**config.mk**
```make
export PLATFORM = sky130hd
export DESIGN_NAME = sram_apb_ctrl
export DESIGN_NICKNAME = d
export VERILOG_FILES = /design/src/hdl/sram_ctrl_pkg.sv /design/src/hdl/sram_apb_ctrl.sv /design/src/hdl/sram_bus_arbiter.sv /design/src/hdl/sram_write_seq.sv /design/src/hdl/sram_read_seq.sv
export SDC_FILE = /design/constraint.sdc
export NUM_CORES = 1
export LEC_CHECK = 0
export BUFFER_PORTS_ARGS = -buffer_cell sky130_fd_sc_hd__buf_2
export CAP_MARGIN = 5
export CORE_MARGIN = 3
export CORE_UTILIZATION = 35
export CTS_CLUSTER_DIAMETER = 80
export DETAILED_ROUTE_END_ITERATION = 10
export GPL_ROUTABILITY_DRIVEN = 0
export SLEW_MARGIN = 30
export SYNTH_ARGS = -nofsm -noshare
export SYNTH_HDL_FRONTEND = slang
export SYNTH_SLANG_ARGS = --single-unit
```
**constraint.sdc**
```tcl
create_clock -name oe_n -period 2.8 [get_ports oe_n]
set_clock_uncertainty 0.05 [all_clocks]
set_input_delay 0.14 -clock oe_n [delete_from_list [all_inputs] [get_ports oe_n]]
set_output_delay 0.14 -clock oe_n [all_outputs]
set_load 0.05 [all_outputs]
```
**src/hdl/sram_ctrl_pkg.sv**
```systemverilog
package sram_ctrl_pkg;

  // Upper bounds on the pin widths, modules use the low bits
  localparam int MAX_ADDR_BITS = 16;
  localparam int DATA_BITS_MAX = 32;

  // One bundle of SRAM pins as driven by the controller
  // Enables are active low, data_oe takes the place of a tri-state driver
  typedef struct packed {
    logic                     ce_n;
    logic                     sram_oe_n;
    logic                     we_n;
    logic [MAX_ADDR_BITS-1:0] addr;
    logic [DATA_BITS_MAX-1:0] wdata;
    logic                     data_oe;
  } sram_pins_t;

  // Pins with the chip deselected and the data bus released
  localparam sram_pins_t SRAM_PINS_IDLE = '{
    ce_n:      1'b1,
    sram_oe_n: 1'b1,
    we_n:      1'b1,
    addr:      '0,
    wdata:     '0,
    data_oe:   1'b0
  };

  // Steps of one SRAM access
  // Setup drives address and ce, active holds the strobe,
  // finish is the capture or hold cycle
  typedef enum logic [1:0] {
    idle,
    setup,
    active,
    finish
  } seq_state_t;

  // Decoded kind of an APB transfer
  typedef enum logic [1:0] {
    op_none,
    op_read,
    op_write,
    // Address outside the SRAM
    op_error
  } apb_op_t;

endpackage
```
**src/hdl/sram_apb_ctrl.sv**
```systemverilog
`timescale 1ns/1ns

module sram_apb_ctrl #(
  parameter int ADDR_BITS = 10,
  parameter int DATA_BITS = 16,
  parameter int T_AA_CYC  = 3,
  parameter int T_AW_CYC  = 2
) (
  input  logic                      oe_n,
  input  logic                      rst_n,
  input  logic                      psel,
  input  logic                      penable,
  input  logic                      pwrite,
  input  logic [31:0]               paddr,
  input  logic [DATA_BITS-1:0]      pwdata,
  output logic [DATA_BITS-1:0]      prdata,
  output logic                      pready,
  output logic                      pslverr,
  output sram_ctrl_pkg::sram_pins_t sram,
  input  logic [DATA_BITS-1:0]      sram_rdata
);

  sram_ctrl_pkg::sram_pins_t rd_pins;
  sram_ctrl_pkg::sram_pins_t wr_pins;
  logic                      rd_start;
  logic                      wr_start;
  logic                      rd_busy;
  logic                      wr_busy;
  logic                      rd_done;
  logic                      wr_done;
  logic [DATA_BITS-1:0]      rd_data;
  logic [ADDR_BITS-1:0]      start_addr;
  logic [DATA_BITS-1:0]      start_wdata;

  // APB decode and pin selection
  sram_bus_arbiter #(
    .ADDR_BITS(ADDR_BITS),
    .DATA_BITS(DATA_BITS)
  ) arb0 (
    .oe_n(oe_n), .rst_n(rst_n),
    .psel(psel), .penable(penable), .pwrite(pwrite),
    .paddr(paddr), .pwdata(pwdata),
    .rd_pins(rd_pins), .wr_pins(wr_pins),
    .rd_busy(rd_busy), .wr_busy(wr_busy),
    .rd_done(rd_done), .wr_done(wr_done), .rd_data(rd_data),
    .prdata(prdata), .pready(pready), .pslverr(pslverr),
    .rd_start(rd_start), .wr_start(wr_start),
    .start_addr(start_addr), .start_wdata(start_wdata),
    .sram(sram)
  );

  sram_read_seq #(
    .ADDR_BITS(ADDR_BITS),
    .DATA_BITS(DATA_BITS),
    .T_AA_CYC(T_AA_CYC)
  ) rd_seq0 (
    .oe_n(oe_n), .rst_n(rst_n), .start(rd_start), .addr(start_addr),
    .sram_rdata(sram_rdata), .pins(rd_pins), .rdata(rd_data),
    .done(rd_done), .busy(rd_busy)
  );

  sram_write_seq #(
    .ADDR_BITS(ADDR_BITS),
    .DATA_BITS(DATA_BITS),
    .T_AW_CYC(T_AW_CYC)
  ) wr_seq0 (
    .oe_n(oe_n), .rst_n(rst_n), .start(wr_start), .addr(start_addr),
    .wdata(start_wdata), .pins(wr_pins), .done(wr_done), .busy(wr_busy)
  );

endmodule

```
**src/hdl/sram_bus_arbiter.sv**
```systemverilog
`timescale 1ns/1ns

module sram_bus_arbiter #(
  parameter int ADDR_BITS = 10,
  parameter int DATA_BITS = 16
) (
  input  logic                      oe_n,
  input  logic                      rst_n,
  input  logic                      psel,
  input  logic                      penable,
  input  logic                      pwrite,
  input  logic [31:0]               paddr,
  input  logic [DATA_BITS-1:0]      pwdata,
  input  sram_ctrl_pkg::sram_pins_t rd_pins,
  input  sram_ctrl_pkg::sram_pins_t wr_pins,
  input  logic                      rd_busy,
  input  logic                      wr_busy,
  input  logic                      rd_done,
  input  logic                      wr_done,
  input  logic [DATA_BITS-1:0]      rd_data,
  output logic [DATA_BITS-1:0]      prdata,
  output logic                      pready,
  output logic                      pslverr,
  output logic                      rd_start,
  output logic                      wr_start,
  output logic [ADDR_BITS-1:0]      start_addr,
  output logic [DATA_BITS-1:0]      start_wdata,
  output sram_ctrl_pkg::sram_pins_t sram
);

  sram_ctrl_pkg::apb_op_t    op;
  sram_ctrl_pkg::sram_pins_t pins_sel;
  logic                      xfer_active;
  logic                      pready_q;
  logic                      first_acc;

  // First access cycle, not yet started and not just answered
  assign first_acc = psel && penable && !xfer_active && !pready_q;

  always_comb begin
    op = sram_ctrl_pkg::op_none;
    if (first_acc) begin
      if (paddr[31:ADDR_BITS] != '0) begin
        op = sram_ctrl_pkg::op_error;
      end else if (pwrite) begin
        op = sram_ctrl_pkg::op_write;
      end else begin
        op = sram_ctrl_pkg::op_read;
      end
    end
  end

  assign rd_start    = (op == sram_ctrl_pkg::op_read);
  assign wr_start    = (op == sram_ctrl_pkg::op_write);
  assign start_addr  = paddr[ADDR_BITS-1:0];
  assign start_wdata = pwdata;

  // Out of range answers at once, others one cycle after done
  assign pready  = pready_q || (op == sram_ctrl_pkg::op_error);
  assign pslverr = (op == sram_ctrl_pkg::op_error);

  // Starting sequencer owns the pins from its start cycle on
  always_comb begin
    if (rd_start || rd_busy) begin
      pins_sel = rd_pins;
    end else if (wr_start || wr_busy) begin
      pins_sel = wr_pins;
    end else begin
      pins_sel = sram_ctrl_pkg::SRAM_PINS_IDLE;
    end
  end

  always_ff @(posedge oe_n) begin
    if (!rst_n) begin
      sram        <= sram_ctrl_pkg::SRAM_PINS_IDLE;
      xfer_active <= 1'b0;
      pready_q    <= 1'b0;
    end else begin
      sram        <= pins_sel;
      pready_q    <= rd_done || wr_done;
      if (rd_start || wr_start) begin
        xfer_active <= 1'b1;
      end else if (rd_done || wr_done) begin
        xfer_active <= 1'b0;
      end
    end
  end

  // Read word held for the pready cycle
  always_ff @(posedge oe_n) begin
    if (rd_done) begin
      prdata <= rd_data;
    end
  end

  // One outstanding APB transfer means one sequencer at a time
  a_one_busy: assert property (@(posedge oe_n) disable iff (!rst_n)
    !(rd_busy && wr_busy))
    else $error("read and write sequencers busy together");

endmodule

```
**src/hdl/sram_write_seq.sv**
```systemverilog
`timescale 1ns/1ns

module sram_write_seq #(
  parameter int ADDR_BITS = 10,
  parameter int DATA_BITS = 16,
  parameter int T_AW_CYC  = 2
) (
  input  logic                      oe_n,
  input  logic                      rst_n,
  input  logic                      start,
  input  logic [ADDR_BITS-1:0]      addr,
  input  logic [DATA_BITS-1:0]      wdata,
  output sram_ctrl_pkg::sram_pins_t pins,
  output logic                      done,
  output logic                      busy
);

  localparam int CNT_W = $clog2(T_AW_CYC + 1);

  sram_ctrl_pkg::seq_state_t state;
  sram_ctrl_pkg::seq_state_t state_nxt;
  logic [CNT_W-1:0]          cnt;
  logic [ADDR_BITS-1:0]      addr_q;
  logic [ADDR_BITS-1:0]      addr_nxt;
  logic [DATA_BITS-1:0]      wdata_q;
  logic [DATA_BITS-1:0]      wdata_nxt;
  logic                      last_cyc;

  // Last cycle of the we_n pulse
  assign last_cyc = (cnt == CNT_W'(T_AW_CYC - 1));

  always_comb begin
    state_nxt = state;
    case (state)
      sram_ctrl_pkg::idle: begin
        if (start) begin
          state_nxt = sram_ctrl_pkg::setup;
        end
      end
      sram_ctrl_pkg::setup:  state_nxt = sram_ctrl_pkg::active;
      sram_ctrl_pkg::active: begin
        if (last_cyc) begin
          state_nxt = sram_ctrl_pkg::finish;
        end
      end
      default: state_nxt = sram_ctrl_pkg::idle;
    endcase
  end

  // Address and data captured on start
  assign addr_nxt  = start ? addr : addr_q;
  assign wdata_nxt = start ? wdata : wdata_q;

  always_ff @(posedge oe_n) begin
    if (!rst_n) begin
      state <= sram_ctrl_pkg::idle;
      cnt   <= '0;
    end else begin
      state <= state_nxt;
      cnt   <= (state == sram_ctrl_pkg::active) ? cnt + 1'b1 : '0;
    end
  end

  always_ff @(posedge oe_n) begin
    addr_q  <= addr_nxt;
    wdata_q <= wdata_nxt;
  end

  // Finish keeps ce, address and data
  // we_n rises into the finish cycle
  always_comb begin
    pins                       = sram_ctrl_pkg::SRAM_PINS_IDLE;
    pins.addr[ADDR_BITS-1:0]   = addr_nxt;
    pins.wdata[DATA_BITS-1:0]  = wdata_nxt;
    pins.ce_n                  = (state_nxt == sram_ctrl_pkg::idle);
    pins.we_n                  = (state_nxt != sram_ctrl_pkg::active);
    pins.data_oe               = (state_nxt != sram_ctrl_pkg::idle);
  end

  assign done = (state == sram_ctrl_pkg::finish);
  assign busy = (state != sram_ctrl_pkg::idle);

  // A pulse in progress keeps the chip selected and is never restarted
  a_we_in_ce: assert property (@(posedge oe_n) disable iff (!rst_n)
    !pins.we_n |-> !pins.ce_n && !start)
    else $error("we_n low without chip select or with a new start");

endmodule

```
**src/hdl/sram_read_seq.sv**
```systemverilog
`timescale 1ns/1ns

module sram_read_seq #(
  parameter int ADDR_BITS = 10,
  parameter int DATA_BITS = 16,
  parameter int T_AA_CYC  = 3
) (
  input  logic                      oe_n,
  input  logic                      rst_n,
  input  logic                      start,
  input  logic [ADDR_BITS-1:0]      addr,
  input  logic [DATA_BITS-1:0]      sram_rdata,
  output sram_ctrl_pkg::sram_pins_t pins,
  output logic [DATA_BITS-1:0]      rdata,
  output logic                      done,
  output logic                      busy
);

  localparam int CNT_W = $clog2(T_AA_CYC + 1);

  sram_ctrl_pkg::seq_state_t state;
  sram_ctrl_pkg::seq_state_t state_nxt;
  logic [CNT_W-1:0]          cnt;
  logic [ADDR_BITS-1:0]      addr_q;
  logic [ADDR_BITS-1:0]      addr_nxt;
  logic                      last_cyc;

  // Final cycle of the access window
  assign last_cyc = (cnt == CNT_W'(T_AA_CYC - 1));

  always_comb begin
    state_nxt = state;
    case (state)
      sram_ctrl_pkg::idle: begin
        if (start) begin
          state_nxt = sram_ctrl_pkg::setup;
        end
      end
      sram_ctrl_pkg::setup:  state_nxt = sram_ctrl_pkg::active;
      sram_ctrl_pkg::active: begin
        if (last_cyc) begin
          state_nxt = sram_ctrl_pkg::finish;
        end
      end
      default: state_nxt = sram_ctrl_pkg::idle;
    endcase
  end

  // Address latched on start, held for the whole access
  assign addr_nxt = start ? addr : addr_q;

  always_ff @(posedge oe_n) begin
    if (!rst_n) begin
      state <= sram_ctrl_pkg::idle;
      cnt   <= '0;
    end else begin
      state <= state_nxt;
      // Counts cycles with sram_oe_n low
      cnt   <= (state == sram_ctrl_pkg::active) ? cnt + 1'b1 : '0;
    end
  end

  always_ff @(posedge oe_n) begin
    addr_q <= addr_nxt;
    // Sample the bus at the end of the last access cycle
    if (state == sram_ctrl_pkg::active && last_cyc) begin
      rdata <= sram_rdata;
    end
  end

  // Pin request for the next cycle, the arbiter registers it
  always_comb begin
    pins                      = sram_ctrl_pkg::SRAM_PINS_IDLE;
    pins.addr[ADDR_BITS-1:0]  = addr_nxt;
    pins.ce_n                 = (state_nxt == sram_ctrl_pkg::idle);
    pins.sram_oe_n            = (state_nxt != sram_ctrl_pkg::active);
  end

  assign done = (state == sram_ctrl_pkg::finish);
  assign busy = (state != sram_ctrl_pkg::idle);

  // Address must stay put from setup until the access ends
  a_addr_stable: assert property (@(posedge oe_n) disable iff (!rst_n)
    busy && $past(busy) |-> $stable(pins.addr))
    else $error("read address changed during access");

endmodule

```
# Word level (Yosys, flattened, before mapping)
# Cells that the tools add are included.
[word_totals]
register_bits = 130
latchBits = 0
ramBits = 0
mem_bits_ro = 0
input_bits = 69
output_inout_bits = 70
word_cells = 76
memories = 0
[classes]
n_addsub = 2
n_mul = 0
n_div = 0
order_cmp = 0
eq_ne = 13
n_shift = 0
muxes = 16
bitwise_logic = 2
reduce_logical = 24
[ops]
columns = ["op", "n"]
rows = [
  ["2-to-1 mux 52 bit", 2],
  ["nonzero test 22 bit", 1],
  ["2-to-1 mux 10 bit", 2],
  ["2-to-1 mux 16 bit", 1],
  ["equality test 2 bit, second input constant", 7],
  ["2-to-1 mux 2 bit", 7],
  ["one-hot mux 2 bit (3 select lines)", 2],
  ["equality test 2 x 1 -> 1 bit, second input constant", 4],
  ["logical NOT 2 bit", 4],
  ["nonzero test 2 bit", 4],
  ["logical OR 1 bit", 5],
  ["adder 2 x 1 -> 2 bit, second input constant", 2],
  ["logical AND 1 bit", 4],
  ["!= test 2 bit, second input constant", 2],
  ["AND reduction 2 bit", 2],
  ["OR reduction 3 bit", 1],
  ["logical NOT 1 bit", 2],
  ["2-to-1 mux 1 bit", 2],
  ["NOT 1 bit", 2],
  ["OR reduction 2 bit", 1],
]

# Logic depth before layout (Yosys ltp)
[logic_depth]
ltp_word = 10
mapped_depth = 9
mapped_depth_nobuf = 7

# Hierarchy
# From an unflattened synthesis, not the netlist that was laid out.
[unflattened]
hier_cells = 513
hier_area_um2 = 5731.7
[by_module_without_submodules]
columns = ["mod", "instances", "cells_per_inst", "area_per_inst_um2", "seq_area_each_um2"]
rows = [
  ["sram_bus_arbiter", 1, 300, 3004.1, 1561.5],
  ["sram_write_seq", 1, 107, 1375.1, 600.6],
  ["sram_read_seq", 1, 106, 1352.5, 760.7],
]

# Worst setup path after synthesis
# Ideal clock, no wire load.
[synth_timing]
kind = "input -> register"
from = "input port paddr[10]"
to = "register arb0.sram[49] (netlist name)"
setup_time_ps = 127
t_arrival_ps = 1814
path_slack_ps = 809
stages = 8
n_path_buf = 1
path_cell_list = "nor4_1 -> nand4_1 -> o31a_1 -> ha_1 -> buf_6 -> o21ai_0 -> a21o_1 -> or3b_1"
[synth_between]
elab_chain_cells = 7
word_cells_on_any_way = 12
cone_classes = "3 x eq/ne; 4 x mux; 1 x bitwise; 4 x reduce/logical"
[synth_rtl]
columns = ["element", "line_no", "text"]
rows = [
  ["from (decl)", "sram_apb_ctrl.sv:14", "input logic [31:0] paddr,"],
  ["nonzero test 22 bit *", "sram_bus_arbiter.sv:43", "if (paddr[31:ADDR_BITS] != '0) begin"],
  ["2-to-1 mux 2 bit *", "sram_bus_arbiter.sv:43", ""],
  ["2-to-1 mux 2 bit *", "sram_bus_arbiter.sv:42", "if (first_acc) begin"],
  ["equality test 2 bit", "sram_bus_arbiter.sv:54", "assign wr_start = (op == sram_ctrl_pkg::op_write);"],
  ["2-to-1 mux 2 bit / logical OR 1 bit (equally long branches)", "sram_write_seq.sv:36, sram_bus_arbiter.sv:66", ""],
  ["one-hot mux 2 bit (3 select lines) / NOT 1 bit (equally long branches)", "--", ""],
  ["!= test 2 bit / OR reduction 3 bit (equally long branches)", "--", ""],
]
# Mark *: on every way between the ends. The rest lies on a longest branch, timed or not.
# A chain may end at the register's enable or synchronous reset.

# Worst setup path after layout
[layout_timing]
from = "register arb0.pready_q"
to = "register arb0.sram[50] (netlist name)"
[layout_between]
elab_chain_cells = 8
word_cells_on_any_way = 9
cone_classes = "2 x eq/ne; 4 x mux; 3 x reduce/logical"
[layout_rtl]
columns = ["element", "line_no", "text"]
rows = [
  ["from (decl)", "sram_bus_arbiter.sv:34", "logic pready_q;"],
  ["from (signal assigned)", "sram_bus_arbiter.sv:80", "pready_q <= rd_done || wr_done;"],
  ["logical NOT 1 bit *", "sram_bus_arbiter.sv:38", "assign first_acc = psel && penable && !xfer_active && !pready_q;"],
  ["logical AND 1 bit *", "sram_bus_arbiter.sv:38", ""],
  ["2-to-1 mux 2 bit *", "sram_bus_arbiter.sv:42", ""],
  ["equality test 2 x 1 -> 1 bit *", "sram_bus_arbiter.sv:53", "assign rd_start = (op == sram_ctrl_pkg::op_read);"],
  ["2-to-1 mux 2 bit", "sram_read_seq.sv:35", "if (start) begin"],
  ["one-hot mux 2 bit (3 select lines)", "sram_read_seq.sv:33", "case (state)"],
  ["!= test 2 bit", "sram_read_seq.sv:76", "pins.sram_oe_n = (state_nxt != sram_ctrl_pkg::active);"],
  ["2-to-1 mux 52 bit *", "sram_bus_arbiter.sv:64", "if (rd_start || rd_busy) begin"],
]
# Marks and branches as above.

==> results by group <==
Status
  • Status: completed

Final layout
  • Layout cells sized above 1: 38.0%
  • Final Instance Area: about 5100 sq um
  • Area grow syn2layout: 32.1%
  • # fillers: between 900 and 1k
  • Diode count: 0
  • Final-stage net count: approximately 530

Timing
  • Slew headroom: around 50%
  • Period minus WS final: roughly 2000 ps
  • Hold_ws: around 220 ps
  • Worst-Margin Slew: ~740 ps
  • Slew Limit Fails: 0
  • Final Hold Viols: 0
  • Max Freq: roughly 0.5 GHz
  • Unrepaired setup endpoints after global routing: no
  • Tcrit/Tclk final: about 71%
  • Setup Viol. Count Final: 0
  • Sum Neg Setup Slack: 0 ps

Clock network
  • Clock transition at path regs: around 100 ps
  • Clock sinks: 108
  • CTS root buf: clkbuf_8
  • Clk_lat worst skew: roughly 360 ps
  • TritonCTS clock tree: done
  • CTS H-tree lvls: 3
  • TritonCTS buffer count: 9
  • Clock buffer depth: 2

Setup path
  • Type of origin of the critical path: flop
  • Reg2reg setup slack: a little over 800 ps
  • Worst Path Max Fanout: 7
  • Crit path arrival time: ~2200 ps
  • WS Path Type: flop to flop
  • Crit end category: flop
  • Worst path required time: 3000 ps

Pwr
  • Leak: between 2 and 2.5 nW
  • PD cells: 693 nW/um^2
  • Max VDD drop: ~0.27 mV
  • Total power: 3.52 mW

Synth
  • Mapped Cells: 290
  • Register area share after synthesis: 64.6%
  • Register bit total from synthesis: 108
  • Unique masters post-synth: 33
  • Syn Area/Cell: 13.2 sq um
  • Synth Cell Area: about 3800 sq um
  • Warnings, synthesis: 0

Detailed routing
  • Routed Antenna Nets: 0
  • DR vias: between 2k and 3k
  • DRC: 0
  • DRT iter0 DRCs: 79
  • Avg WL per Cell: about 13 microns
  • Via/cell ratio: between 4 and 5
  • Router iterations before antenna repair: 5
  • WL final: ~7400 microns

Floorplan
  • Initial Util: between 30% and 40%
  • DIE AREA: 12,300 sq um
  • Die Ht: around 110 microns
  • Core ar.: 10,500 sq um
  • Die W: around 110 microns
  • Floorplan row count: 37
  • IO Pins: 139

Global route
  • First-pass GRT wire length: roughly 12,000 microns
  • Vias in the first global route: roughly 2.5k
  • Total Routing Usage GR: around an eighth
  • Remaining global-route overflow: 0
  • Initial antenna violation count: 0
  • Pin count of the biggest net entering global routing: 29

Run
  • # Max-Cap Violations: 0

Placement
  • Hpwl dp: between 5000 and 6000 microns
  • DP Area: around 4500 sq um
  • Port Buffers: about 120

Min path
  • Worst hold path type: input port to flop
## cell usage in the layout, fill, tap and decap left out, drive strengths merged
cell type    instances
nand2               15
a21oi                3
nand2b               2
nand3b               1
or3b                 2
edfxtp              32
nor2b               16
conb                22
inv                 11
o31a                 2
clkbuf               9
clkinvlp             2
and2b                1
o31ai                2
and4bb               1
or2                  1
dlygate4sd3         42
dfxtp               76
nor4                 5
ha                  12
nor2                 9
o21ai                3
a22oi                1
clkinv               3
nand3               11
nand4               11
a21o                 2
and2                 3
mux2                36
buf                122
## through the flow
| step | setup WS [ps] | cells | util (%) |
|---|---|---|---|
| after floorplan | 809 | 311 | - |
| after global placement | 503 | 536 | 42.6 |
| after detailed placement | 455 | 536 | 42.6 |
| after CTS | 794 | 594 | 48.3 |
| after global routing | 652 | 594 | 48.3 |
| final | 809 | 594 | 48.3 |
## power by group
part	internal, mW	switching [mW]	total [mW]	leakage [nW]
clock	0.329	0.528	0.856	0.0853
sequential	1.82	0.0514	1.87	0.918
combinational	0.300	0.492	0.792	1.21
## worst max-delay path: stages (launching register included)
cell	delay, ps
dfxtp_1	320
and4bb_2	330
o31a_1	180
ha_1	210
and2b_1	300
or3b_2	490
## cell usage after synthesis, drive strengths merged
cell type | instances | area, sq um
nand2b | 2 | 15.0
o31ai | 2 | 15.0
or2 | 1 | 6.26
o21ai | 3 | 15.0
mux2 | 36 | 405
buf | 30 | 226
nand4 | 11 | 68.8
and4bb | 1 | 12.5
a22oi | 1 | 7.51
nand3b | 1 | 7.51
edfxtp | 32 | 961
dfxtp | 76 | 1520
and2 | 3 | 18.8
ha | 12 | 150
clkbuf | 3 | 11.3
nor2b | 16 | 100
or3b | 2 | 17.5
nand2 | 15 | 56.3
and2b | 1 | 7.51
inv | 9 | 33.8
a21o | 2 | 15.0
o31a | 2 | 17.5
nor4 | 5 | 31.3
nand3 | 11 | 67.6
nor2 | 9 | 33.8
a21oi | 3 | 15.0
conb | 1 | 3.75
## metal layers
layer	global-route usage [%]	vias up	wire (microns)
met2	20.2	75	3640
met3	3.11	10	440
met1	14.8	1206	3220
met5	0	-	0
met4	6.40	0	144
li1	-	1280	-
## kinds of logic (layout without fill, tap and decap cells)
kind of cell	Yosys count	in the layout	share of synthesized area, %
muxes	36	36	10.6
and+or+nand+nor	78	78	11.5
other	1	22	0.0976
adders and majority gates	12	12	3.91
buffers and inverters	42	189	7.07
AOI/OAI and AO/OA	13	13	2.21
DFF	108	108	64.6
## cell type report
cell class / count / area, sq um / share of cell area [%]
repair buffers: 164 / 1050 / 20.6
clock inverters: 7 / 51.3 / 1.01
inverters: 9 / 33.8 / 0.666
multi-input cells: 161 / 1170 / 23.0
flip-flops and latches: 108 / 2480 / 48.9
well taps: 136 / 170 / 3.35
clock buffers: 9 / 124 / 2.44
## registers in the layout, indices dropped and copies added (netlist names), 10 cells and up
signal / count
arb0.prdata: 16
wr_seq0.wdata_q: 16
rd_seq0.addr_q: 10
wr_seq0.addr_q: 10
rd_seq0.rdata: 16
arb0.sram: 30
## worst paths after layout
| kind | startpoint | endpoint | cells after the start |
|---|---|---|---|
| min | pwrite | arb0.xfer_active | 4 |
| max reg2reg | arb0.pready_q | arb0.sram[50] | 5 |
| min reg2reg | rd_seq0.cnt[0] | rd_seq0.cnt[0] | 1 |
| max | arb0.pready_q | arb0.sram[50] | 5 |
## timing repair
| item | in CTS | in global routing |
|---|---|---|
| buffers inserted | 0 | 0 |
| hold buffers | 42 | 0 |
| endpoints found under the hold margin | 52 | 0 |
| endpoints found under the setup margin | 0 | 0 |
| resized for setup | 0 | 0 |
(Power assumes the default switching activity.)
